<file path="src/include/wb_soc_macros.svh">
`ifndef WB_SOC_MACROS_SVH
`define WB_SOC_MACROS_SVH

//////////////////////////////
// Memory map
//////////////////////////////

// On-chip RAM window, 4 KiB.
`define WB_RAM_BASE  32'h0000_0000
`define WB_RAM_LAST  32'h0000_0FFF

// GPIO window. LED register at offset 0, keys at offset 4.
`define WB_GPIO_BASE 32'hC000_0000
`define WB_GPIO_LAST 32'hC000_FFFF

//////////////////////////////
// Sizes
//////////////////////////////

`define WB_RAM_WORDS 1024          // 32-bit words.

`define WB_CNT_W     4             // Outstanding strobe counters.

`define WB_LED_W     8
`define WB_KEY_W     4

`endif
</file>
<file path="src/wb_pkg.sv">
package wb_pkg;

  //////////////////////////////
  // Bus payloads
  //////////////////////////////

  // Master to slave.
  typedef struct packed {
    logic        Cyc;
    logic        Stb;
    logic        We;
    logic [3:0]  Sel;
    logic [31:0] Adr;             // Byte address.
    logic [31:0] Data;
  } bus_req_t;

  // Slave to master.
  typedef struct packed {
    logic        Ack;
    logic        Err;
    logic        Stall;
    logic [31:0] Data;
  } bus_rsp_t;

  //////////////////////////////
  // States and decode results
  //////////////////////////////

  typedef enum logic [1:0] {
    ARB_IDLE,
    ARB_CPU,
    ARB_DBG
  } arb_state_e;

  typedef enum logic [1:0] {
    SEL_RAM,
    SEL_GPIO,
    SEL_NONE
  } slave_sel_e;

endpackage

</file>
<file path="src/wb_arbiter.sv">
`timescale 1ns/100ps

module wb_arbiter (
  input  logic             clk,
  input  logic             rst,

  input  wb_pkg::bus_req_t cpu_req_i,
  output wb_pkg::bus_rsp_t cpu_rsp_o,

  input  wb_pkg::bus_req_t dbg_req_i,
  output wb_pkg::bus_rsp_t dbg_rsp_o,

  output wb_pkg::bus_req_t bus_req_o,
  input  wb_pkg::bus_rsp_t bus_rsp_i
);

  // What a master without the bus sees.
  localparam wb_pkg::bus_rsp_t rsp_blocked = '{
    Ack:   1'b0,
    Err:   1'b0,
    Stall: 1'b1,
    Data:  32'h0
  };

  wb_pkg::arb_state_e state_q;
  wb_pkg::arb_state_e state_d;
  logic               last_dbg_q;           // Debug port won the last grant.

  //////////////////////////////
  // Grant FSM
  //////////////////////////////

  always_comb
  begin
    state_d = state_q;
    case (state_q)
      wb_pkg::ARB_IDLE:
      begin
        if (cpu_req_i.Cyc && dbg_req_i.Cyc)
          state_d = last_dbg_q ? wb_pkg::ARB_CPU : wb_pkg::ARB_DBG;
        else if (cpu_req_i.Cyc)
          state_d = wb_pkg::ARB_CPU;
        else if (dbg_req_i.Cyc)
          state_d = wb_pkg::ARB_DBG;
      end
      wb_pkg::ARB_CPU:
      begin
        if (!cpu_req_i.Cyc)
          state_d = wb_pkg::ARB_IDLE;       // Lock ends with Cyc.
      end
      wb_pkg::ARB_DBG:
      begin
        if (!dbg_req_i.Cyc)
          state_d = wb_pkg::ARB_IDLE;
      end
      default:
        state_d = wb_pkg::ARB_IDLE;
    endcase
  end

  always_ff @(posedge clk)
  begin
    if (rst)
    begin
      state_q    <= wb_pkg::ARB_IDLE;
      last_dbg_q <= 1'b0;
    end
    else
    begin
      state_q <= state_d;
      if (state_q == wb_pkg::ARB_IDLE && state_d != wb_pkg::ARB_IDLE)
        last_dbg_q <= (state_d == wb_pkg::ARB_DBG);
    end
  end

  //////////////////////////////
  // Bus mux
  //////////////////////////////

  always_comb
  begin
    bus_req_o = '0;                         // No cycle while idle.
    cpu_rsp_o = rsp_blocked;
    dbg_rsp_o = rsp_blocked;
    case (state_q)
      wb_pkg::ARB_CPU:
      begin
        bus_req_o = cpu_req_i;
        cpu_rsp_o = bus_rsp_i;
      end
      wb_pkg::ARB_DBG:
      begin
        bus_req_o = dbg_req_i;
        dbg_rsp_o = bus_rsp_i;
      end
      default:
      begin
        bus_req_o = '0;
      end
    endcase
  end

endmodule

</file>
<file path="config.mk">
export PLATFORM = sky130hd
export DESIGN_NAME = wb_arbiter
export DESIGN_NICKNAME = d
export VERILOG_FILES = /design/src/include/wb_soc_macros.svh /design/src/wb_pkg.sv /design/src/wb_arbiter.sv
export SDC_FILE = /design/constraint.sdc
export NUM_CORES = 1
export LEC_CHECK = 0
export BUFFER_PORTS_ARGS = -buffer_cell sky130_fd_sc_hd__buf_2
export CORE_AREA = 2 2 126 128
export CTS_BUF_LIST = sky130_fd_sc_hd__clkbuf_16
export CTS_CLUSTER_DIAMETER = 100
export CTS_CLUSTER_SIZE = 25
export DETAILED_ROUTE_END_ITERATION = 8
export DIE_AREA = 0 0 128 130
export GPL_TIMING_DRIVEN = 0
export SETUP_SLACK_MARGIN = 0.2
export SLEW_MARGIN = 20
export SYNTH_ARGS = -nofsm -noshare
export SYNTH_HDL_FRONTEND = slang
export SYNTH_SLANG_ARGS = --single-unit
</file>
<file path="constraint.sdc">
create_clock -name clk -period 1.3 [get_ports clk]
set_input_delay 0.065 -clock clk [delete_from_list [all_inputs] [get_ports clk]]
set_output_delay 0.065 -clock clk [all_outputs]
set_load 0.05 [all_outputs]
</file>
==> results.sh <==
export IMPL_worstSetupPathType="reg2out"
export IMPL_rows=46
export IMPL_yosysMostFrequentCell="nor2b_1"
export IMPL_cpMaxStageDelayCell="dfxtp_4"
export IMPL_end_kind="output pin"
export IMPL_yosys_area_share_simple_pct=50.44
export IMPL_grtUsageMet2_pct=27.84
export IMPL_cts_inserted_buffers=3
export IMPL_status="finished with violations"
export IMPL_cts_tree="built"
export IMPL_portBuffers=319
export IMPL_cpPeakStageDelay_ps=380
export IMPL_start_kind="register"
export IMPL_grt_use_total_pct=13.83
export IMPL_place_inst=784
export IMPL_fp_dieW_um=128
export IMPL_synth_top_area_cell="a22oi_1"
export IMPL_crit_arrival_ps=1580
export IMPL_grt_max_degree=11
export IMPL_layout_setup_ws_ps=-346.4
export IMPL_yosysSeqAreaShare_pct=3.263
export IMPL_dp_slack_ps=-418.4
export IMPL_place_hpwl_um=9261
export IMPL_dr_pass1_iters=4
export IMPL_power_density_nw_per_um2=754.0
export IMPL_fmax_mhz=607.4
export IMPL_hold_viol=0
export IMPL_instances_no_fill=815
export IMPL_drt_wl_total_um=13370
export IMPL_finalCriticalPeriod_ps=1646
export IMPL_vias=3486
export IMPL_setup_viol=144
export IMPL_ys_flop_type="dfxtp_1"
export IMPL_synth_top_family_by_area="simple AND/OR/NAND/NOR gates"
export IMPL_synth_async_sr_flop_share_pct=0
export IMPL_viasPerCell=4.277
export IMPL_clk_pin_slew_ps=30
export IMPL_met1_usage_pct=14.63
export IMPL_layout_worst_path_cycle_share_pct=126.6
export IMPL_avgRoutedWirePerCell_um=16.40
export IMPL_drtIter0Drc=43
export IMPL_min_path_type="in2reg"
export IMPL_grt_busiest_layer="met2"
export IMPL_drv_cap=0
export IMPL_clockBufferDepth=2
export IMPL_syn_inst=273
export IMPL_start_util_pct=11.93
export IMPL_rsz0062_at_grt="yes"
export IMPL_antenna_found_initial=3
export IMPL_slew_headroom_pct=84.00
export IMPL_skew_ps=1.759
export IMPL_synth_area_top_cells="a22oi_1 29%, nor2b_1 24%, and2_1 23%, buf_2 3.3%, dfxtp_1 3.3%"
export IMPL_whs_ps=42.40
export IMPL_syn_area_sq_um=1841
export IMPL_areaGrowthSynthToFinish_pct=269.5
export IMPL_cts_hold_buf=0
export IMPL_root_buffer="clkbuf_16"
export IMPL_required_ps=1240
export IMPL_p_leak_nw=2.938
export IMPL_worst_pin_slew_ps=240.0
export IMPL_synth_xor_area_share_pct=0
export IMPL_maxSlewViolCount=0
export IMPL_fp_dieH_um=130
export IMPL_core_sq_um=15420
export IMPL_ant_nets=0
export IMPL_crit_buf_inv=4
export IMPL_design_portCount=320
export IMPL_ys_types=22
export IMPL_synth_warnings=0
export IMPL_synth_area_per_cell_sq_um=6.742
export IMPL_grt_pass1_wl_um=18360
export IMPL_peakVddDrop_mv=0.3539
export IMPL_grt_use_met3_pct=3.485
export IMPL_syn_nets=456
export IMPL_cts_sinks=3
export IMPL_crit_path_max_fanout=6
export IMPL_synth_top_area_share_pct=28.55
export IMPL_clock_latency_ps=230
export IMPL_ys_ff_latch=3
export IMPL_synth_edf_count=0
export IMPL_drc=0
export IMPL_nNetsFinal=806
export IMPL_synth_compound_area_share_pct=33.99
export IMPL_ys_top_cells_by_count="72 x nor2b_1, 70 x a22oi_1, 68 x and2_1, 15 x clkbuf_1, 12 x buf_2"
export IMPL_critPathTopFamily="buffers and inverters"
export IMPL_crit_chain="inv_4, ha_4, buf_8, clkbuf_16, nor2b_4, buf_6"
export IMPL_gp_congestion=0.7700
export IMPL_yosys_area_share_adder_pct=2.719
export IMPL_overflow=0
export IMPL_htree_levels=1
export IMPL_synthMuxAreaShare_pct=0
export IMPL_drive_gt1_share_pct=96.62
export IMPL_violations="negative setup slack"
export IMPL_die_area_sq_um=16640
export IMPL_grt_pass1_vias=3558
-- per-layer routing --
layer | vias up | share of wire (%)
li1 | 1661 | -
met1 | 1615 | 36
met2 | 192 | 56
met3 | 14 | 7.3
met4 | 4 | 0.80
met5 | - | 0.17
-- layout by cell type (no fill, tap or decap), types with 6 or more instances in the layout --
cell type / instances
a22oi_2: 70
and2_2: 6
and2_4: 62
buf_12: 11
buf_2: 178
buf_4: 7
buf_6: 87
buf_8: 73
clkbuf_16: 20
nor2b_4: 70
-- power by group --
part	switching (W)	leakage, nW	internal (W)
Sequential	0.0000173	0.0261	0.000105
Combinational	0.00220	2.87	0.00232
Clock	0.0000915	0.0423	0.000397
-- logic make-up (layout without fill, tap and decap cells) --
group	after synthesis	in the layout
adder cells (fa/ha/maj)	4	4
AND/OR/NAND/NOR	150	150
buffers and inverters	35	384
flip-flops	3	3
AO/OA/AOI/OAI	81	81
other	0	1
-- final cells by class --
cell class / instances / area (sq um)
well taps: 192 / 240.2
fillers: 1435 / 8623
clock inverters: 1 / 3.754
inverters: 4 / 20.02
flip-flops and latches: 3 / 67.56
clock buffers: 3 / 75.07
plain buffers: 31 / 579.3
diodes: 1 / 2.502
multi-input cells: 235 / 2693
repair buffers: 345 / 3120
-- path summary, 6_finish.rpt --
kind              startpoint  cells after the start  slack (ps)             to
setup / recovery  state_q[0]                      6        -350  bus_req_o[37]
hold / removal           rst                      2          40     last_dbg_q
setup reg to reg  state_q[1]                      9        -270     last_dbg_q
hold reg to reg   last_dbg_q                      2         580     last_dbg_q
-- state kept, by name, summed over array words and instances (netlist names) --
register,flops
state_q,2
last_dbg_q,1
-- stage by stage --
step | setup TNS (ps) | area [sq um] | total power (W) | util, %
2_1_floorplan | -3137 | 2800 | 0.002551 | -
3_3_place_gp | -37360 | 4637 | 0.003314 | 30.06
3_5_place_dp | -36710 | 4637 | 0.003316 | 30.06
4_1_cts | -47700 | 6332 | 0.004830 | 41.05
5_1_grt | -51160 | 6802 | 0.005368 | 44.09
6_report | -44230 | 6802 | 0.005128 | 44.09
-- repair_timing --
item	CTS	global route
resized for setup	396	75
gates cloned	6	8
setup buffers	8	4
endpoints found under the setup margin	144	144
pin swaps	8	26
-- worst register-to-register path: cells and delay by family, from the launching register on --
kind,cells,cell delay (ps)
adder cells (fa/ha/maj),1,160
buffers and inverters,5,550
flip-flops,1,350
AO/OA/AOI/OAI,3,430
Note: power is estimated with default switching activity, not from simulation.
