$ cat src/include/wb_soc_macros.svh
`ifndef WB_SOC_MACROS_SVH
`define WB_SOC_MACROS_SVH

//////////////////////////////
// Memory map
//////////////////////////////

// On-chip RAM window, 4 KiB.
`define WB_RAM_BASE  32'h0000_0000
`define WB_RAM_LAST  32'h0000_0FFF

// GPIO window. LED register at offset 0, keys at offset 4.
`define WB_GPIO_BASE 32'hC000_0000
`define WB_GPIO_LAST 32'hC000_FFFF

//////////////////////////////
// Sizes
//////////////////////////////

`define WB_RAM_WORDS 1024          // 32-bit words.

`define WB_CNT_W     4             // Outstanding strobe counters.

`define WB_LED_W     8
`define WB_KEY_W     4

`endif
$ cat src/wb_pkg.sv
package wb_pkg;

  //////////////////////////////
  // Bus payloads
  //////////////////////////////

  // Master to slave.
  typedef struct packed {
    logic        Cyc;
    logic        Stb;
    logic        We;
    logic [3:0]  Sel;
    logic [31:0] Adr;             // Byte address.
    logic [31:0] Data;
  } bus_req_t;

  // Slave to master.
  typedef struct packed {
    logic        Ack;
    logic        Err;
    logic        Stall;
    logic [31:0] Data;
  } bus_rsp_t;

  //////////////////////////////
  // States and decode results
  //////////////////////////////

  typedef enum logic [1:0] {
    ARB_IDLE,
    ARB_CPU,
    ARB_DBG
  } arb_state_e;

  typedef enum logic [1:0] {
    SEL_RAM,
    SEL_GPIO,
    SEL_NONE
  } slave_sel_e;

endpackage

$ cat src/wb_gpio.sv
`timescale 1ns/100ps
`include "wb_soc_macros.svh"

module wb_gpio (
  input  logic                 clk,
  input  logic                 rst,
  input  wb_pkg::bus_req_t     req_i,
  output wb_pkg::bus_rsp_t     rsp_o,
  input  logic [`WB_KEY_W-1:0] keys_i,
  output logic [`WB_LED_W-1:0] led_o
);

  logic                 stb;
  logic [`WB_LED_W-1:0] led_q;
  logic [`WB_KEY_W-1:0] key_meta_q;
  logic [`WB_KEY_W-1:0] key_sync_q;
  logic [31:0]          rd_data_q;
  logic                 ack_q;

  assign stb   = req_i.Cyc & req_i.Stb;
  assign led_o = led_q;

  // Two-flop synchronizer for the asynchronous keys.
  always_ff @(posedge clk)
  begin
    key_meta_q <= keys_i;
    key_sync_q <= key_meta_q;
  end

  always_ff @(posedge clk)
  begin
    if (rst)
    begin
      led_q <= '0;
      ack_q <= 1'b0;
    end
    else
    begin
      ack_q <= stb;
      if (stb && req_i.We && req_i.Sel[0] && req_i.Adr == 32'h0)
        led_q <= req_i.Data[`WB_LED_W-1:0];   // Byte lane 0.
    end
  end

  always_ff @(posedge clk)
  begin
    if (stb && !req_i.We)
    begin
      case (req_i.Adr)
        32'h0:   rd_data_q <= 32'(led_q);
        32'h4:   rd_data_q <= 32'(key_sync_q);
        default: rd_data_q <= '0;             // Unused offsets read zero.
      endcase
    end
  end

  always_comb
  begin
    rsp_o       = '0;
    rsp_o.Ack   = ack_q;
    rsp_o.Data  = rd_data_q;
  end

endmodule

$ cat config.mk
export PLATFORM = sky130hd
export DESIGN_NAME = wb_gpio
export DESIGN_NICKNAME = d
export VERILOG_FILES = /design/src/wb_pkg.sv /design/src/wb_gpio.sv
export VERILOG_INCLUDE_DIRS = /design/src /design/src/include
export SDC_FILE = /design/constraint.sdc
export NUM_CORES = 1
export LEC_CHECK = 0
export ABC_AREA = 1
export BUFFER_PORTS_ARGS = -buffer_cell sky130_fd_sc_hd__buf_2
export CELL_PAD_IN_SITES_DETAIL_PLACEMENT = 1
export CELL_PAD_IN_SITES_GLOBAL_PLACEMENT = 2
export CORE_ASPECT_RATIO = 1.5
export CORE_MARGIN = 1.5
export CORE_UTILIZATION = 19
export CTS_BUF_LIST = sky130_fd_sc_hd__clkbuf_4
export DETAILED_ROUTE_END_ITERATION = 12
export GPL_TIMING_DRIVEN = 0
export PLACE_DENSITY = 0.94
export SLEW_MARGIN = 20
export SYNTH_ARGS = -nofsm -noshare
export SYNTH_HDL_FRONTEND = slang
export SYNTH_SLANG_ARGS = --single-unit
$ cat constraint.sdc
create_clock -name clk -period 3.2 [get_ports clk]
set_input_delay 0.96 -clock clk [delete_from_list [all_inputs] [get_ports clk]]
set_output_delay 0.96 -clock clk [all_outputs]
set_load 0.05 [all_outputs]
==> run metrics, run 1 <==
storage element area 581 um2; Row Count 35; Starting Density 19.9%; # IOs 120; residual DRC count 0; Mean Syn Cell Area 7.90 um2; RSZ-0062 raised after global routing false; Seq cells post-synth 25; Tmin final 1.95 ns; Synth Instances 157; Yosys top cell area share 27.4%; worst hold slack 0.344 ns; CP max FO 3; Layout fillers 814; Total GRT Usage 8.18%; number of setup buffers added after CTS 0; Mapped Area 1240 um2; commonest non-fill, non-tap cell in the layout buf_2; Worst-Margin Slew 0.665 ns; pwr/cell area 350 nW/um2; post-route insts no fill 326; via count 1183; post-DR vias/cell 3.63; fin util 28.8%; Clock Skews 0.000684 ns; worst setup path class flip-flop to output pin; Min-Delay Path Depth 0; # hold bufs at CTS 0; drt pass-1 iters 4; Die Wd 69.0 um; share of post-route cells with drive strength above 1 41.7%; H-tree levels 1; r2r worst-path depth 2; drt total wl 2850 um; Num CTS Buffers 3; CP Cell Sequence buf_2; Final setup viols 0; Worst Path Arrival 0.98 ns; Worst setup EP type output pin; critical path's slowest cell dfxtp_1; number of global-route vias before repair 1123; largest net degree at the start of global routing 17; maximum VDD drop 0.119 mV; Routed WL per cell 8.73 um; first-pass GRT wire length 4430 um; # port buffers 66; Ys Warns 0; delay-heaviest family, CP flip-flops; Root Driver clkbuf_4; Final period util 60.8%; TritonCTS clock tree built; DP HPWL 2570 um; leak pwr 0.961 nW; Slew Limit Fails 0; Crit path depth 1; CORE AREA 6220 um2; Chip Height 102 um; clock latency on the worst-skew pair 0.32 ns; clk sinks 25; GP Congestion 0.679; post-synth top area cell dfxtp_1; P&R area growth vs syn 44.2%; clock buffer depth 2; Final #Nets 330; cts repair resizes 0; ranking of synthesized cells by area dfxtp_1 (27%), edfxtp_1 (19%), buf_4 (16%); Buf+Inv Stages, Crit Path 1; Iter 0 DRT Violations 67; max cap viols 0; Hold WC Path Type flip-flop to flip-flop; Slew HR 55.5%; post-route ant nets 0; die area 7030 um2; initial antenna violation count 0; Synth cell types 17; final hold viol count 0; status finished clean; CP peak stage delay 0.39 ns; placed cell count 322; Worst-path clk slew 0.15 ns; antenna cells 0; Startpoint Class flip-flop; commonest non-fill, non-tap cells in the layout buf_2 (67), nor2_1 (33), buf_4 (27), conb_1 (26), nand2_1 (24); sequential share of the synthesized area 46.8%; global route overflow 0; Max Fclk 0.514 GHz; Worst Path Required 2.24 ns; multi-input logic area 455 um2; Final TNS setup 0 ns
==> registers in the layout, summed over array words and instances (netlist names) <==
name	flops
led_o	8
rd_data_q	8
key_meta_q	4
key_sync_q	4
ack_q	1
==> stage by stage <==
step / setup WS [ns] / total power, mW / area [um2]
floorplan: 1.37 / 0.452 / 1330
finish: 1.26 / 0.627 / 1790
global placement: 1.10 / 0.484 / 1760
detailed placement: 1.08 / 0.486 / 1760
CTS: 1.24 / 0.632 / 1790
global route: 1.18 / 0.659 / 1790
==> per-layer routing <==
layer	GRT usage [%]	vias up	wire, um
li1	-	617	-
met1	7.20	504	970
met2	16.4	60	1530
met3	1.65	2	304
met4	4.07	0	46
met5	0	-	0
==> layout make-up <==
cell class | count | share of cell area (%)
clock inverters | 1 | 0.490
inverters | 18 | 3.78
well taps | 74 | 5.18
flip-flops and latches | 25 | 32.5
clock buffers | 3 | 1.26
multi-input cells | 109 | 25.5
repair buffers | 66 | 18.5
plain buffers | 30 | 12.9
==> worst reg2reg max path: stages (launching register included) <==
cell     delay, ns
dfxtp_1       0.36
nand2_1       0.07
o21ai_1       0.06
==> cell families (layout without fill, tap and decap cells) <==
group                  count (synthesis)  in the layout  share of synthesized area [%]
AOI/OAI and AO/OA                     12             12                           4.84
DFF                                   25             25                           46.8
and+or+nand+nor                       71             71                           24.0
other                                  1             26                          0.302
buffers and inverters                 48            118                           24.0
==> cell usage after synthesis <==
master	count
buf_6	2
nor2_2	3
o21ai_1	4
nand3_1	8
nor2_1	33
nand3b_1	1
nand4_1	1
a21oi_1	8
inv_2	1
nand2_1	24
buf_4	27
buf_2	1
nor2_4	1
edfxtp_1	8
inv_1	17
conb_1	1
dfxtp_1	17
==> path summary, 6_finish.rpt <==
kind	startpoint	endpoint	slack (ns)
min reg2reg	key_meta_q[1]$_DFF_P_	key_sync_q[1]$_DFF_P_	0.34
max reg2reg	led_o[3]$_SDFFE_PP0P_	rd_data_q[3]$_DFFE_PP_	2.49
max	led_o[2]$_SDFFE_PP0P_	led_o[2]	1.26
min	key_meta_q[1]$_DFF_P_	key_sync_q[1]$_DFF_P_	0.34
==> where the power goes <==
group / internal (mW) / switching, mW / total (mW)
Sequential: 0.332 / 0.00136 / 0.334
Combinational: 0.0501 / 0.0953 / 0.145
Clock: 0.0507 / 0.0966 / 0.147
Power figures use the tool's default switching activity.
==> run 2, diff against run 1 <==
- CORE_UTILIZATION: 19 -> 17
- PLACE_DENSITY: 0.94 -> 0.86
- clock period: 3.2 -> 2 ns (I/O delays scaled with it)
==> run metrics, run 2 (synthesized netlist as in run 1, its figures left out) <==
clk sinks 25 (unchanged); via count 1211 (was 1183); final hold viol count 0 (unchanged); clock latency on the worst-skew pair 0.32 ns (about the same); Iter 0 DRT Violations 30 (was 67); Tmin final 1.59 ns; first-pass GRT wire length 4800 um (was 4430 um); max cap viols 0 (unchanged); pwr/cell area 558 nW/um2 (was 350 nW/um2); CP max FO 3 (unchanged); Max Fclk 0.628 GHz; Root Driver clkbuf_4 (unchanged); Chip Height 108 um (was 102 um); Final setup viols 0 (unchanged); CP Cell Sequence buf_2 (unchanged); worst setup path class flip-flop to output pin (unchanged); largest net degree at the start of global routing 16 (was 17); commonest non-fill, non-tap cell in the layout buf_2 (unchanged); Finished Cell Area 1790 um2 (about the same); Worst setup EP type output pin (unchanged); post-DR vias/cell 3.65 (was 3.63); maximum VDD drop 0.170 mV (was 0.119 mV); TritonCTS clock tree built (unchanged); Clock Skews 0.00440 ns (was 0.000684 ns); Slew Limit Fails 0 (unchanged); Num CTS Buffers 3 (unchanged); Hold WC Path Type flip-flop to flip-flop (unchanged); critical path's slowest cell dfxtp_1 (unchanged); Total Power 1.00 mW (was 0.627 mW); P&R area growth vs syn 44.7% (was 44.2%); post-route ant nets 0 (unchanged); # IOs 120 (unchanged); Total GRT Usage 7.80% (was 8.18%); CP peak stage delay 0.39 ns (about the same); clock buffer depth 2 (unchanged); Final #Nets 330 (unchanged); share of post-route cells with drive strength above 1 41.7% (unchanged); Die Wd 72.7 um (was 69.0 um); Slew HR 55.3% (was 55.5%); fin util 25.2% (was 28.8%); number of setup buffers added after CTS 0 (unchanged); Starting Density 17.4% (was 19.9%); cts repair resizes 0 (unchanged); Worst-path clk slew 0.14 ns (was 0.15 ns); commonest non-fill, non-tap cells in the layout buf_2 (67), nor2_1 (33), buf_4 (27), conb_1 (26), nand2_1 (24) (unchanged); Final TNS setup 0 ns (unchanged); DP HPWL 2720 um (was 2570 um); Worst-Margin Slew 0.667 ns (was 0.665 ns); H-tree levels 1 (unchanged); initial antenna violation count 1 (was 0); Placement Cell Area 1760 um2 (about the same); CORE AREA 7130 um2 (was 6220 um2); RSZ-0062 raised after global routing false (unchanged); Row Count 38 (was 35); Buf+Inv Stages, Crit Path 1 (unchanged); Worst Path Required 1.40 ns (was 2.24 ns); drt total wl 3120 um (was 2850 um); residual DRC count 0 (unchanged); Worst Path Arrival 0.99 ns (was 0.98 ns); drt pass-1 iters 4 (unchanged); global route overflow 0 (unchanged); leak pwr 0.956 nW (was 0.961 nW); # port buffers 66 (unchanged); number of global-route vias before repair 1166 (was 1123); Startpoint Class flip-flop (unchanged); worst hold slack 0.346 ns (was 0.344 ns); GP Congestion 0.720 (was 0.679); delay-heaviest family, CP flip-flops (unchanged); status finished clean (unchanged); Routed WL per cell 9.39 um (was 8.73 um); antenna cells 0 (unchanged); Final period util 79.6%; die area 7830 um2 (was 7030 um2); # hold bufs at CTS 0 (unchanged)
==> run 2: changes by cell type in the layout (fill, tap and decap cells not counted), sizes merged <==
cell / change
inv: -1
clkinvlp: +1
==> run 2: path summary, 6_finish.rpt <==
path	depth (start not counted)	start	slack (ns)	to
hold reg to reg	0	key_meta_q[0]$_DFF_P_	0.35	key_sync_q[0]$_DFF_P_
setup / recovery	1	led_o[0]$_SDFFE_PP0P_	0.41	led_o[0]
setup reg to reg	2	led_o[0]$_SDFFE_PP0P_	1.27	rd_data_q[0]$_DFFE_PP_
hold / removal	0	key_meta_q[0]$_DFF_P_	0.35	key_sync_q[0]$_DFF_P_
==> run 2: area by class of cell <==
class | count | area (um2)
multi-input cells | 109 | 455
clock buffers | 3 | 22.5
well taps | 80 | 100
flip-flops and latches | 25 | 581
plain buffers | 30 | 230
inverters | 18 | 67.6
repair buffers | 66 | 330
fillers | 906 | 5340
clock inverters | 1 | 7.51
==> run 2: per-layer routing <==
metal / track usage [%] / vias to the layer above / share of wire, %
met4: 4.04 / 2 / 2.2
met3: 1.50 / 7 / 9.6
met5: 0 / - / 0.32
met1: 7.43 / 522 / 34
li1: - / 617 / -
met2: 15.1 / 63 / 54
==> run 2: per-stage QoR <==
step	setup slack (ns)	instances
5_1_grt	0.350	332
3_3_place_gp	0.238	328
6_report	0.409	332
3_5_place_dp	0.211	328
2_1_floorplan	0.529	182
4_1_cts	0.396	332
==> run 2: report_power, final <==
part | switching [mW] | leakage, nW | internal, mW
clock network | 0.157 | 0.0139 | 0.0765
registers | 0.00233 | 0.230 | 0.532
logic | 0.154 | 0.713 | 0.0802
==> run 3, diff against run 2 <==
- clock period: 2 -> 1.49 ns (I/O delays scaled with it)
==> run metrics, run 3 (synthesized netlist as in run 1, its figures left out) <==
P&R area growth vs syn 45.3% (was 44.7%); # IOs 120 (unchanged); delay-heaviest family, CP flip-flops (unchanged); Die Wd 72.7 um (unchanged); drt pass-1 iters 4 (unchanged); Switch Pwr 0.420 mW (was 0.313 mW); Final setup viols 0 (unchanged); Buf+Inv Stages, Crit Path 1 (unchanged); drt total wl 3120 um (about the same); post-route ant nets 0 (unchanged); commonest non-fill, non-tap cell in the layout buf_2 (unchanged); clock buffer depth 2 (unchanged); max cap viols 0 (unchanged); leak pwr 0.955 nW (was 0.956 nW); Tmin final 1.44 ns; Worst-path clk slew 0.14 ns (about the same); via count 1211 (unchanged); Num CTS Buffers 3 (unchanged); GP Congestion 0.720 (unchanged); Worst setup EP type output pin (unchanged); # hold bufs at CTS 0 (unchanged); share of post-route cells with drive strength above 1 41.7% (unchanged); Comb pwr share 23.4% (about the same); number of global-route vias before repair 1166 (unchanged); H-tree levels 1 (unchanged); Row Count 38 (unchanged); post-DR vias/cell 3.65 (unchanged); Final TNS setup 0 ns (unchanged); global route overflow 0 (unchanged); TritonCTS clock tree built (unchanged); CP peak stage delay 0.39 ns (about the same); clock latency on the worst-skew pair 0.32 ns (about the same); Sw Ratio 31.2% (about the same); CP Cell Sequence buf_2 (unchanged); residual DRC count 0 (unchanged); Iter 0 DRT Violations 30 (unchanged); Hold WC Path Type input pin to flip-flop (was flip-flop to flip-flop); placed cell count 328 (unchanged); worst setup path class flip-flop to output pin (unchanged); Final period util 96.5%; Final #Nets 330 (unchanged); pwr/cell area 746 nW/um2 (was 558 nW/um2); # port buffers 66 (unchanged); clock power share 23.3% (about the same); CORE AREA 7130 um2 (unchanged); Total GRT Usage 7.80% (unchanged); Startpoint Class flip-flop (unchanged); critical path's slowest cell dfxtp_1 (unchanged); Chip Height 108 um (unchanged); antenna cells 0 (unchanged); Max Fclk 0.695 GHz; Worst Path Required 1.04 ns (was 1.40 ns); Clock Skews 0.00442 ns (was 0.00440 ns); first-pass GRT wire length 4800 um (unchanged); internal power 0.925 mW (was 0.689 mW); Root Driver clkbuf_4 (unchanged); die area 7830 um2 (unchanged); post-route insts no fill 332 (unchanged); Starting Density 17.4% (unchanged); Slew HR 55.3% (unchanged); DP HPWL 2720 um (unchanged); largest net degree at the start of global routing 16 (unchanged); Slew Limit Fails 0 (unchanged); final hold viol count 0 (unchanged); Worst Path Arrival 0.99 ns (about the same); Routed WL per cell 9.39 um (about the same); status finished clean (unchanged); initial antenna violation count 1 (unchanged); RSZ-0062 raised after global routing false (unchanged); CP max FO 3 (unchanged); number of setup buffers added after CTS 0 (unchanged); maximum VDD drop 0.229 mV (was 0.170 mV); clk sinks 25 (unchanged); commonest non-fill, non-tap cells in the layout buf_2 (64), nor2_1 (33), buf_4 (27), conb_1 (26), nand2_1 (24) (was buf_2 (67), nor2_1 (33), buf_4 (27), conb_1 (26), nand2_1 (24)); Seq pwr share 53.3% (was 53.4%); Worst-Margin Slew 0.667 ns (unchanged)
run 3: repair_timing:
action | in CTS | in global routing
endpoints found under the hold margin | 0 | 0
resized for setup | 0 | 3
endpoints found under the setup margin | 0 | 3
run 3: final timing paths:
check                                      startpoint                      to  slack, ns  cells past startpoint
worst min register to register  key_meta_q[0]$_DFF_P_   key_sync_q[0]$_DFF_P_       0.35                      0
worst max-delay path            led_o[0]$_SDFFE_PP0P_                led_o[0]       0.05                      1
worst max register to register  led_o[0]$_SDFFE_PP0P_  rd_data_q[0]$_DFFE_PP_       0.76                      2
worst min-delay path                        keys_i[1]   key_meta_q[1]$_DFF_P_       0.21                      1
run 3: power groups by stage:
| stage | logic, mW | registers (mW) | clock network [mW] |
|---|---|---|---|
| after floorplan | 0.236 | 0.735 | 0 |
| after global placement | 0.310 | 0.732 | 0 |
| after detailed placement | 0.313 | 0.733 | 0 |
| after CTS | 0.313 | 0.717 | 0.325 |
| after global routing | 0.337 | 0.719 | 0.357 |
| final | 0.314 | 0.717 | 0.313 |
run 3: cell type report:
type,count,area (um2)
multi-input cells,109,455
flip-flops and latches,25,581
repair buffers,66,338
clock inverters,1,7.51
inverters,18,67.6
clock buffers,3,22.5
fillers,903,5330
plain buffers,30,230
well taps,80,100
run 3: stage by stage:
stage / hold slack [ns] / setup WS (ns) / total power, mW / instance area [um2] / util, %
after floorplan: 0.310 / 0.172 / 0.971 / 1330 / -
after global placement: 0.313 / -0.119 / 1.04 / 1760 / 24.7
after detailed placement: 0.318 / -0.146 / 1.05 / 1760 / 24.7
after CTS: 0.199 / 0.0390 / 1.36 / 1790 / 25.2
after global routing: 0.181 / 0.00793 / 1.41 / 1800 / 25.3
final: 0.210 / 0.0516 / 1.34 / 1800 / 25.3
run 3: per-layer routing:
| metal | wire length, um | vias up | GRT usage, % | part of all wire (%) |
|---|---|---|---|---|
| met5 | 10 | - | 0 | 0.32 |
| met3 | 297 | 7 | 1.50 | 9.5 |
| met4 | 70 | 2 | 4.04 | 2.2 |
| met1 | 1070 | 522 | 7.43 | 34 |
| li1 | - | 617 | - | - |
| met2 | 1670 | 63 | 15.1 | 54 |
