==> config.mk <==
export PLATFORM = sky130hd
export DESIGN_NAME = wb_decoder
export DESIGN_NICKNAME = d
export VERILOG_FILES = /design/src/wb_pkg.sv /design/src/wb_decoder.sv
export VERILOG_INCLUDE_DIRS = /design/src /design/src/include
export SDC_FILE = /design/constraint.sdc
export NUM_CORES = 1
export LEC_CHECK = 0
export ABC_AREA = 0
export BUFFER_PORTS_ARGS = -buffer_cell sky130_fd_sc_hd__buf_2
export CAP_MARGIN = 20
export CORE_AREA = 2 2 125 127
export CTS_CLUSTER_DIAMETER = 60
export DETAILED_ROUTE_END_ITERATION = 6
export DIE_AREA = 0 0 127 129
export PLACE_DENSITY_LB_ADDON = 0.2
export SYNTH_ARGS = -nofsm -noshare
export SYNTH_HDL_FRONTEND = slang
export SYNTH_SLANG_ARGS = --single-unit
==> constraint.sdc <==
create_clock -name clk -period 3.4 [get_ports clk]
set_clock_uncertainty 0.05 [all_clocks]
set_input_delay 0.68 -clock clk [delete_from_list [all_inputs] [get_ports clk]]
set_output_delay 0.68 -clock clk [all_outputs]
set_load 0.005 [all_outputs]
==> src/include/wb_soc_macros.svh <==
`ifndef WB_SOC_MACROS_SVH
`define WB_SOC_MACROS_SVH

//////////////////////////////
// Memory map
//////////////////////////////

// On-chip RAM window, 4 KiB.
`define WB_RAM_BASE  32'h0000_0000
`define WB_RAM_LAST  32'h0000_0FFF

// GPIO window. LED register at offset 0, keys at offset 4.
`define WB_GPIO_BASE 32'hC000_0000
`define WB_GPIO_LAST 32'hC000_FFFF

//////////////////////////////
// Sizes
//////////////////////////////

`define WB_RAM_WORDS 1024          // 32-bit words.

`define WB_CNT_W     4             // Outstanding strobe counters.

`define WB_LED_W     8
`define WB_KEY_W     4

`endif
==> src/wb_pkg.sv <==
package wb_pkg;

  //////////////////////////////
  // Bus payloads
  //////////////////////////////

  // Master to slave.
  typedef struct packed {
    logic        Cyc;
    logic        Stb;
    logic        We;
    logic [3:0]  Sel;
    logic [31:0] Adr;             // Byte address.
    logic [31:0] Data;
  } bus_req_t;

  // Slave to master.
  typedef struct packed {
    logic        Ack;
    logic        Err;
    logic        Stall;
    logic [31:0] Data;
  } bus_rsp_t;

  //////////////////////////////
  // States and decode results
  //////////////////////////////

  typedef enum logic [1:0] {
    ARB_IDLE,
    ARB_CPU,
    ARB_DBG
  } arb_state_e;

  typedef enum logic [1:0] {
    SEL_RAM,
    SEL_GPIO,
    SEL_NONE
  } slave_sel_e;

endpackage

==> src/wb_decoder.sv <==
`timescale 1ns/100ps
`include "wb_soc_macros.svh"

module wb_decoder (
  input  logic             clk,
  input  logic             rst,

  input  wb_pkg::bus_req_t bus_req_i,
  output wb_pkg::bus_rsp_t bus_rsp_o,

  output wb_pkg::bus_req_t ram_req_o,
  input  wb_pkg::bus_rsp_t ram_rsp_i,

  output wb_pkg::bus_req_t gpio_req_o,
  input  wb_pkg::bus_rsp_t gpio_rsp_i
);

  localparam int cnt_w = `WB_CNT_W;

  wb_pkg::slave_sel_e sel;
  logic [cnt_w-1:0]   ram_cnt_q;
  logic [cnt_w-1:0]   gpio_cnt_q;
  logic               switch_stall;
  logic               bus_stall;
  logic               bus_acc;              // Strobe accepted this cycle.
  logic               null_ack_q;

  //////////////////////////////
  // Address decode
  //////////////////////////////

  always_comb
  begin
    if (bus_req_i.Adr >= `WB_RAM_BASE && bus_req_i.Adr <= `WB_RAM_LAST)
      sel = wb_pkg::SEL_RAM;
    else if (bus_req_i.Adr >= `WB_GPIO_BASE && bus_req_i.Adr <= `WB_GPIO_LAST)
      sel = wb_pkg::SEL_GPIO;
    else
      sel = wb_pkg::SEL_NONE;
  end

  // Hold off a new slave until the old one has answered everything.
  always_comb
  begin
    switch_stall = ((ram_cnt_q != '0) && (sel != wb_pkg::SEL_RAM)) ||
                   ((gpio_cnt_q != '0) && (sel != wb_pkg::SEL_GPIO));
    bus_stall    = switch_stall;
    if (ram_cnt_q != '0)
      bus_stall = bus_stall | ram_rsp_i.Stall;
    if (gpio_cnt_q != '0)
      bus_stall = bus_stall | gpio_rsp_i.Stall;
    bus_acc = bus_req_i.Cyc & bus_req_i.Stb & ~bus_stall;
  end

  //////////////////////////////
  // Requests to slaves
  //////////////////////////////

  always_comb
  begin
    ram_req_o      = bus_req_i;
    ram_req_o.Stb  = bus_acc && (sel == wb_pkg::SEL_RAM);
    ram_req_o.Adr  = bus_req_i.Adr - `WB_RAM_BASE;        // Window offset.

    gpio_req_o     = bus_req_i;
    gpio_req_o.Stb = bus_acc && (sel == wb_pkg::SEL_GPIO);
    gpio_req_o.Adr = bus_req_i.Adr - `WB_GPIO_BASE;
  end

  //////////////////////////////
  // Outstanding counters
  //////////////////////////////

  always_ff @(posedge clk)
  begin
    if (rst)
    begin
      ram_cnt_q  <= '0;
      gpio_cnt_q <= '0;
      null_ack_q <= 1'b0;
    end
    else
    begin
      ram_cnt_q  <= ram_cnt_q + cnt_w'(ram_req_o.Stb) - cnt_w'(ram_rsp_i.Ack);
      gpio_cnt_q <= gpio_cnt_q + cnt_w'(gpio_req_o.Stb) - cnt_w'(gpio_rsp_i.Ack);
      null_ack_q <= bus_acc && (sel == wb_pkg::SEL_NONE); // Unmapped, answer next cycle.
    end
  end

  //////////////////////////////
  // Response merge
  //////////////////////////////

  always_comb
  begin
    bus_rsp_o       = '0;
    bus_rsp_o.Stall = bus_stall;
    if (ram_rsp_i.Ack)
    begin
      bus_rsp_o.Ack  = 1'b1;
      bus_rsp_o.Err  = ram_rsp_i.Err;
      bus_rsp_o.Data = ram_rsp_i.Data;
    end
    if (gpio_rsp_i.Ack)
    begin
      bus_rsp_o.Ack  = 1'b1;
      bus_rsp_o.Err  = gpio_rsp_i.Err;
      bus_rsp_o.Data = gpio_rsp_i.Data;
    end
    if (null_ack_q)
    begin
      bus_rsp_o.Ack  = 1'b1;
      bus_rsp_o.Err  = 1'b1;
      bus_rsp_o.Data = '0;
    end
  end

endmodule

==> results.toml, run 1 <==
[status]
status = "completed"

[layout]
syn_to_final_growth_pct = 13.0
fillers = 1751
drive_gt1_share_pct = 59.3
fin_nets = 530
final_util_pct = 16.9
n_antenna_cell = 0

[timing]
setup_viol = 0
slew_viol_final = 0
rsz0062_at_grt = "false"
fin_hold_ws_ns = 0.577
fin_setup_tns_ns = 0
hold_violations = 0
timing.final.crit_share_pct = 92.9
relSlewSlack_pct = 48.7
worst_pin_slew_ns = 0.769
period_minus_slack_ns = 3.16
fmax_ghz = 0.317

[critical_path]
crit_path_max_fanout = 5
required_ns = 2.67
reg2reg_slack_ns = 0.97
timing.rr.end = "gpio_cnt_q[2]$_SDFF_PP0_"
startpoint_type = "input port"
reg2reg_depth = 11
crit_type = "input port to output port"
endpoint_kind = "output port"
cp.arrival_ns = 2.43
regToRegStartpoint = "ram_cnt_q[2]$_SDFF_PP0_"

[place]
hpwl_um = 6080
place.port_buffers = 208
gp_congestion = 0.795

[floorplan]
pin_count = 320
die_area_um2 = 16400
rows = 45
start_util_pct = 14.9
design.core.area_um2 = 15000
die_h_um = 129
die_w_um = 127

[synthesis]
synth_top_family_by_area = "buffers and inverters"
yosys.area_share.simple_pct = 14.5
synth_area_um2 = 2240
synth_compound_area_share_pct = 15.1
ys_warn_count = 0
synthArstFlopShare_pct = 0
ys_types = 29
syn_nets = 466
synth_area_per_cell_um2 = 7.26
synth_ff_type = "dfxtp_1"
synth_edf_count = 0
synth_mux_area_share_pct = 0
synth_cells = 308
synthTopCellsByCount = "buf_4, nor2_1, a22oi_1"
ys_seq_area_share_pct = 8.05
synth_xor_xnor_area_share_pct = 1.57
synth_area_leaders = "buf_4, a22oi_1, dfxtp_1"
synthAdderAreaFrac_pct = 9.06
yosysTopAreaCellShare_pct = 46.6
synth_seq_cells = 9
yosysMostFrequentCell = "buf_4"
synth_area_leader_cell = "buf_4"

[hold_path]
hold_path.class = "flop to flop"
min-delay-start = "ram_cnt_q[3]$_SDFF_PP0_"
holdPathStages = 4
worst_hold_path.endpoint = "ram_cnt_q[3]$_SDFF_PP0_"

[routing]
drc = 0
viasPerCell = 3.65
ant_nets = 0
wl_per_cell_um = 12.7
vias = 2039
drtPass1Iterations = 4
drt_wl_total_um = 7100
drt-initial-drc-count = 89

[clock_network]
cts_sinks = 9
cts_root_buf = "clkbuf_16"
cts_htree_levels = 1
cts_tree = "done"
cts_hold_buf = 0
cts_max_path_buffers = 2
clk_latency_ns = 0.23
cts_buffers = 3
clk_pin_slew_worst_paths_ns = 0.04

[pwr]
power.total_uw = 732
power_density_nw_per_um2 = 290
p_leak_nw = 1.41
peakVddDrop_uv = 142

[flow_run]
max_cap_violations = 0

[grt]
grt_max_degree = 37
grt_use_total_pct = 7.74
grt_pass1_wl_um = 10000
antenna_found_initial = 0
grt_pass1_vias = 1879
grt_remaining_overflow = 0
how the worst max path moves through the flow:
stage	startpoint	endpoint	slack, ns	cells past startpoint
global placement	bus_req_i[62]	ram_cnt_q[2]$_SDFF_PP0_	0.18	12
CTS	bus_req_i[62]	gpio_req_o[69]	0.20	9
global route	bus_req_i[62]	gpio_req_o[69]	0.04	9
detailed placement	bus_req_i[62]	gpio_cnt_q[2]$_SDFF_PP0_	0.10	13
finish	bus_req_i[62]	gpio_req_o[69]	0.24	9
floorplan	bus_req_i[62]	ram_cnt_q[2]$_SDFF_PP0_	0.39	11
metrics by stage:
step           area (µm²)  setup WS (ns)  instances
2_1_floorplan        2240          0.387        308
3_3_place_gp         2450          0.181        555
3_5_place_dp         2450          0.101        555
4_1_cts              2520          0.197        559
5_1_grt              2530         0.0377        559
6_report             2530          0.242        559
power breakdown:
part | total [mW] | internal, mW | switching, mW
combinational | 0.383 | 0.199 | 0.184
clock | 0.207 | 0.157 | 0.0502
sequential | 0.142 | 0.131 | 0.0103
total | 0.732 | 0.487 | 0.245
state kept, by name, indices dropped and copies added, names as in the netlist:
| name | cells |
|---|---|
| gpio_cnt_q | 4 |
| ram_cnt_q | 4 |
| null_ack_q | 1 |
per-layer routing:
layer / global-route usage (%) / up-vias / part of all wire, %
met4: 2.52 / 0 / 1.8
met3: 2.91 / 25 / 9.5
met5: 0 / - / 0
met2: 13.1 / 80 / 50
met1: 9.10 / 929 / 38
li1: - / 1005 / -
worst max-delay path: stages:
cell and delay (ns):
buf_2 0.11, inv_1 0.08, ha_2 0.22, nand4_1 0.10, o41a_1 0.44, a21o_1 0.20, a32o_1 0.24, and4_1 0.21
buf_2 0.14
placed cells by master, fill, tap and decap left out, drive strengths merged:
cell / count
buf: 211
ha: 13
nand2: 6
a2111oi: 1
dfxtp: 9
clkbuf: 4
a32o: 1
nor4: 4
o41a: 1
a21o: 4
o21ai: 1
a22oi: 31
nor2: 40
nand4: 2
fa: 2
or3b: 1
xor2: 1
nand3: 1
inv: 17
or3: 1
and3b: 1
a221o: 1
nor2b: 5
and4: 5
a21oi: 5
xnor2: 3
kinds of logic (layout without fill, tap and decap cells):
logic type                 after synthesis  count (layout)
AOI/OAI and AO/OA                       45              45
buffers and inverters                  169             232
adders and majority gates               15              15
and+or+nand+nor                         66              66
xor gates and xnor gates                 4               4
DFF                                      9               9
cell type report:
| cell class | instances | area, µm² | area share (%) |
|---|---|---|---|
| clock buffers | 4 | 78.8 | 3.12 |
| inverters | 17 | 63.8 | 2.52 |
| multi-input cells | 130 | 906 | 35.8 |
| flip-flops and latches | 9 | 180 | 7.13 |
| well taps | 188 | 235 | 9.31 |
| repair buffers | 211 | 1060 | 42.1 |
repair_timing:
| item | in CTS | in global routing |
|---|---|---|
| buffers inserted | 0 | 0 |
| setup endpoints to repair | 0 | 1 |
| resized for setup | 0 | 1 |
(Power assumes the default switching activity.)
==> run 2, diff against run 1 <==
Settings changed: CORE_AREA 2 2 125 127 to 10 10 116 118, DIE_AREA 0 0 127 129 to 0 0 126 128, SETUP_SLACK_MARGIN set to 0.05.
==> run 2 against run 1 <==
Maximum frequency is 0.38% lower; global-route usage grew 1.6 points; non-clock buffer count is 2 higher; cell count decreased by 7.7%; sequential share of layout area rose by 0.11 points; power increased by 1.4%; clock-buffer cell count did not move; clock power is essentially flat; combinational power up 2%; critical endpoint unchanged; first-iteration DRC count shrank 18%.
==> results.toml, run 2 (synthesis results as in run 1) <==
[floorplan]
rows = 39
die_w_um = 126
die_h_um = 128
design.core.area_um2 = 11200
die_area_um2 = 16100
pin_count = 320
start_util_pct = 19.9

[layout]
fin_nets = 532
final_common_cell = "buf_2"
top_regs = "gpio_cnt_q: 4 flops, ram_cnt_q: 4 flops, null_ack_q: 1 flops"
n_antenna_cell = 0
syn_to_final_growth_pct = 11.2
fillers = 1291
postLayoutCellArea_um2 = 2490
drive_gt1_share_pct = 59.5
stdcell_count = 516
mostFrequentLayoutCells = "buf_2, nor2_1, a22oi_1"

[pwr]
power.total_uw = 742
peakVddDrop_uv = 163
p_leak_nw = 1.43
power_density_nw_per_um2 = 298

[place]
place.port_buffers = 208
gp_congestion = 0.737
hpwl_um = 7470
placed_cells = 512
place_area_um2 = 2400

[timing]
fmax_ghz = 0.315
slew_viol_final = 0
period_minus_slack_ns = 3.17
rsz0062_at_grt = "false"
fin_setup_tns_ns = 0
worst_pin_slew_ns = 0.771
relSlewSlack_pct = 48.5
setup_viol = 0
hold_violations = 0
timing.final.crit_share_pct = 93.2

[routing]
drc = 0
drt_wl_total_um = 8540
wl_per_cell_um = 16.6
wl_met1_um = 2740
drt-initial-drc-count = 73
drtPass1Iterations = 4
ant_nets = 0
routed.top_layer = "met4"
met3WireLength_um = 1000
dr_wl_met2_um = 4590
vias = 2075
viasPerCell = 4.02

[grt]
antenna_found_initial = 0
grt_remaining_overflow = 0
grt_pass1_vias = 2165
grt_use_total_pct = 9.31
grt_max_degree = 37
grt_pass1_wl_um = 12200

[clock_network]
cts_max_path_buffers = 2
cts_buffers = 3
cts_sinks = 9
cts_tree = "done"
cts_root_buf = "clkbuf_16"
clk_latency_ns = 0.23
cts_htree_levels = 1
cts_hold_buf = 0
clk_pin_slew_worst_paths_ns = 0.04

[critical_path]
crit_type = "input port to output port"
required_ns = 2.67
critPathLaunch = "bus_req_i[62]"
endpoint = "gpio_req_o[69]"
regToRegStartpoint = "ram_cnt_q[2]$_SDFF_PP0_"
startpoint_type = "input port"
reg2reg_depth = 12
timing.rr.end = "gpio_cnt_q[2]$_SDFF_PP0_"
reg2reg_slack_ns = 1.00
endpoint_kind = "output port"
crit_path_max_fanout = 4
cp.arrival_ns = 2.44

[flow_run]
max_cap_violations = 0

[hold_path]
hold_path.class = "flop to flop"
min-delay-start = "ram_cnt_q[3]$_SDFF_PP0_"

[status]
status = "completed"
## run 2: cell count changes in the layout (fill, tap and decap cells not counted), sizes merged
| cell | delta |
|---|---|
| buf | +2 |
## run 2: what timing repair did
action	in CTS	in global routing
setup endpoints to repair	0	1
resized for setup	0	1
buffers inserted	0	0
## run 2: metrics by stage
step / setup WS (ns) / util (%) / hold WS, ns
after detailed placement: 0.151 / 21.4 / 0.572
after global placement: 0.242 / 21.4 / 0.568
final: 0.230 / 22.2 / 0.575
after global routing: 0.0793 / 22.2 / 0.655
after floorplan: 0.387 / - / 0.548
after CTS: 0.218 / 22.1 / 0.582
## run 2: worst max-delay path, stage by stage
cell and delay [ns]:
buf_2 0.12, inv_1 0.09, ha_1 0.19, nand4_1 0.11, o41a_1 0.46, a21o_1 0.21, a32o_1 0.23, and4_1 0.21
buf_2 0.14
## run 2: layer usage
| layer | up-vias | track usage [%] |
|---|---|---|
| met1 | 935 | 8.36 |
| li1 | 1011 | - |
| met4 | 0 | 2.81 |
| met2 | 105 | 17.7 |
| met3 | 24 | 4.76 |
| met5 | - | 0 |
## run 2: worst min-delay path by stage
stage / end / cells past startpoint
after floorplan: gpio_cnt_q[3]$_SDFF_PP0_ / 4
after global placement: ram_cnt_q[3]$_SDFF_PP0_ / 4
after detailed placement: ram_cnt_q[3]$_SDFF_PP0_ / 4
after CTS: ram_cnt_q[3]$_SDFF_PP0_ / 4
after global routing: gpio_cnt_q[3]$_SDFF_PP0_ / 4
final: ram_cnt_q[3]$_SDFF_PP0_ / 4
## run 2: layout make-up
class / instances / area, µm² / share of cell area, %
well taps: 143 / 179 / 7.19
repair buffers: 213 / 1080 / 43.4
multi-input cells: 130 / 907 / 36.5
clock buffers: 4 / 78.8 / 3.17
inverters: 17 / 63.8 / 2.57
flip-flops and latches: 9 / 180 / 7.24
## run 2: power by group
part	leakage, nW	total, mW	switching (mW)	internal [mW]
sequential	0.0747	0.142	0.0105	0.131
combinational	1.31	0.390	0.189	0.202
clock	0.0382	0.210	0.0530	0.157
total	1.43	0.742	0.252	0.490
==> run 3, diff against run 2 <==
Settings changed: CTS_BUF_LIST set to sky130_fd_sc_hd__clkbuf_2.
Clock period 3.4 ns to 3.2 ns, I/O delays scaled along.
==> run 3 against run 2 <==
Critical endpoint unchanged; highest routed layer unchanged; non-clock buffer count unchanged; sequential power rose by 6%; power shrank 13%; sequential share of layout area is 0.18 points higher; clock-buffer cell count unchanged; combinational power grew 7.2%; largest power group unchanged; routed wire length increased by 0.19%; largest cell class unchanged; clock power decreased by 63%; die area is the same; cell area is 2.4% lower; register-to-register slack lost 0.22 ns.
==> results.toml, run 3 (synthesis results as in run 1) <==
[routing]
routed.top_layer = "met4"
drtPass1Iterations = 4
met3WireLength_um = 953
vias = 2081
drt-initial-drc-count = 81
drc = 0
drt_wl_total_um = 8560
viasPerCell = 4.03
wl_per_cell_um = 16.6
dr_wl_met2_um = 4530
ant_nets = 0
wl_met1_um = 2870

[clock_network]
clk_latency_ns = 0.25
cts_buffers = 3
postCtsSetupBuffers = 0
cts_root_buf = "clkbuf_2"
cts_htree_levels = 1
cts_sinks = 9
cts_tree = "done"
cts_max_path_buffers = 2
clk_pin_slew_worst_paths_ns = 0.10

[critical_path]
cp_num_buf_inv = 3
crit_top_cell = "buf_2"
cp_cell_sequence = "buf_2 > inv_1 > ha_1 > nand4_1 > o41a_1 > a21o_1 > a32o_1 > and4_1 > buf_2"
endpoint_kind = "output port"
crit_family = "compound AO/OA/AOI/OAI gates"
required_ns = 2.51
startpoint_type = "input port"
reg2reg_depth = 12
crit_type = "input port to output port"
regToRegStartpoint = "ram_cnt_q[2]$_SDFF_PP0_"
crit_path_max_fanout = 4
critPathMaxStageDelay_ns = 0.39
timing.rr.end = "gpio_cnt_q[2]$_SDFF_PP0_"
reg2reg_slack_ns = 0.78
crit_slowest_cell = "o41a_1"
cp.arrival_ns = 2.31

[layout]
final_common_cell = "buf_2"
drive_gt1_share_pct = 59.8
n_antenna_cell = 0
multiInputGateArea_um2 = 907
top_regs = "gpio_cnt_q: 4 flops, ram_cnt_q: 4 flops, null_ack_q: 1 flops"
syn_to_final_growth_pct = 8.56
postLayoutCellArea_um2 = 2430
fillers = 1293
mostFrequentLayoutCells = "buf_2, nor2_1, a22oi_1"
seqCellArea_um2 = 180
fin_nets = 532

[floorplan]
die_area_um2 = 16100
design.core.area_um2 = 11200
die_w_um = 126
start_util_pct = 19.9
die_h_um = 128
pin_count = 320
rows = 39

[timing]
relSlewSlack_pct = 48.8
fin_setup_tns_ns = 0
hold_violations = 0
worst_pin_slew_ns = 0.767
setup_viol = 0
period_minus_slack_ns = 3.00
fin_hold_ws_ns = 0.589
rsz0062_at_grt = "false"
timing.final.crit_share_pct = 93.8
fmax_ghz = 0.333
slew_viol_final = 0

[grt]
grt_pass1_vias = 2188
grt_use_total_pct = 9.41
grt_remaining_overflow = 0
grt_max_degree = 36
grt_pass1_wl_um = 12400
antenna_found_initial = 0

[pwr]
peakVddDrop_uv = 167
p_leak_nw = 1.40
power_density_nw_per_um2 = 266

[place]
place_area_um2 = 2400
gp_congestion = 0.734
place.port_buffers = 208
hpwl_um = 7510

[status]
status = "completed"

[hold_path]
worst_hold_path.endpoint = "ram_cnt_q[3]$_SDFF_PP0_"
min-delay-start = "ram_cnt_q[3]$_SDFF_PP0_"
hold_path.class = "flop to flop"
holdPathStages = 4

[flow_run]
max_cap_violations = 0
[run 3: cell counts in the layout (fill, tap and decap cells not counted)]
No cell type changed its count.
[run 3: cell type report]
cell class | instances | area share (%)
Tap cell | 143 | 7.37
Sequential cell | 9 | 7.42
Timing Repair Buffer | 213 | 44.4
Clock buffer | 4 | 0.824
Inverter | 17 | 2.63
Multi-Input combinational cell | 130 | 37.4
[run 3: per-layer routing]
metal | global-route usage (%) | vias to the layer above
li1 | - | 1010
met1 | 8.73 | 943
met2 | 17.8 | 104
met3 | 4.38 | 24
met4 | 3.08 | 0
met5 | 0 | -
[run 3: through the flow]
step / utilization, % / cells / worst slack (ns) / power, mW
floorplan: - / 308 / 0.227 / 0.503
CTS: 21.6 / 516 / 0.104 / 0.663
global placement: 21.4 / 512 / 0.0851 / 0.575
global route: 21.6 / 516 / 0.0501 / 0.723
detailed placement: 21.4 / 512 / -0.0224 / 0.577
finish: 21.6 / 516 / 0.199 / 0.647
[run 3: tightest hold or removal path: stages (launching register included)]
cell and delay [ns]:
dfxtp_1 0.31, inv_1 0.04, ha_1 0.13, xnor2_1 0.07, nor2_1 0.07
[run 3: what timing repair did]
action / CTS / global route
setup endpoints to repair: 0 / 2
hold buffers: 0 / 0
resized for setup: 0 / 1
[run 3: power by group]
part           switching [mW]  internal [mW]  total [mW]
combinational           0.203          0.215       0.418
clock                  0.0452         0.0332      0.0784
sequential             0.0114          0.139       0.150
total                   0.260          0.387       0.647
[run 3: worst max-delay path by stage]
stage	startpoint	to	slack [ns]	depth (start not counted)
finish	bus_req_i[62]	gpio_req_o[69]	0.20	9
global route	bus_req_i[62]	gpio_req_o[69]	0.05	9
CTS	bus_req_i[62]	gpio_req_o[69]	0.10	9
detailed placement	bus_req_i[62]	gpio_cnt_q[2]$_SDFF_PP0_	-0.02	13
global placement	bus_req_i[62]	ram_cnt_q[2]$_SDFF_PP0_	0.09	12
floorplan	bus_req_i[62]	ram_cnt_q[2]$_SDFF_PP0_	0.23	11
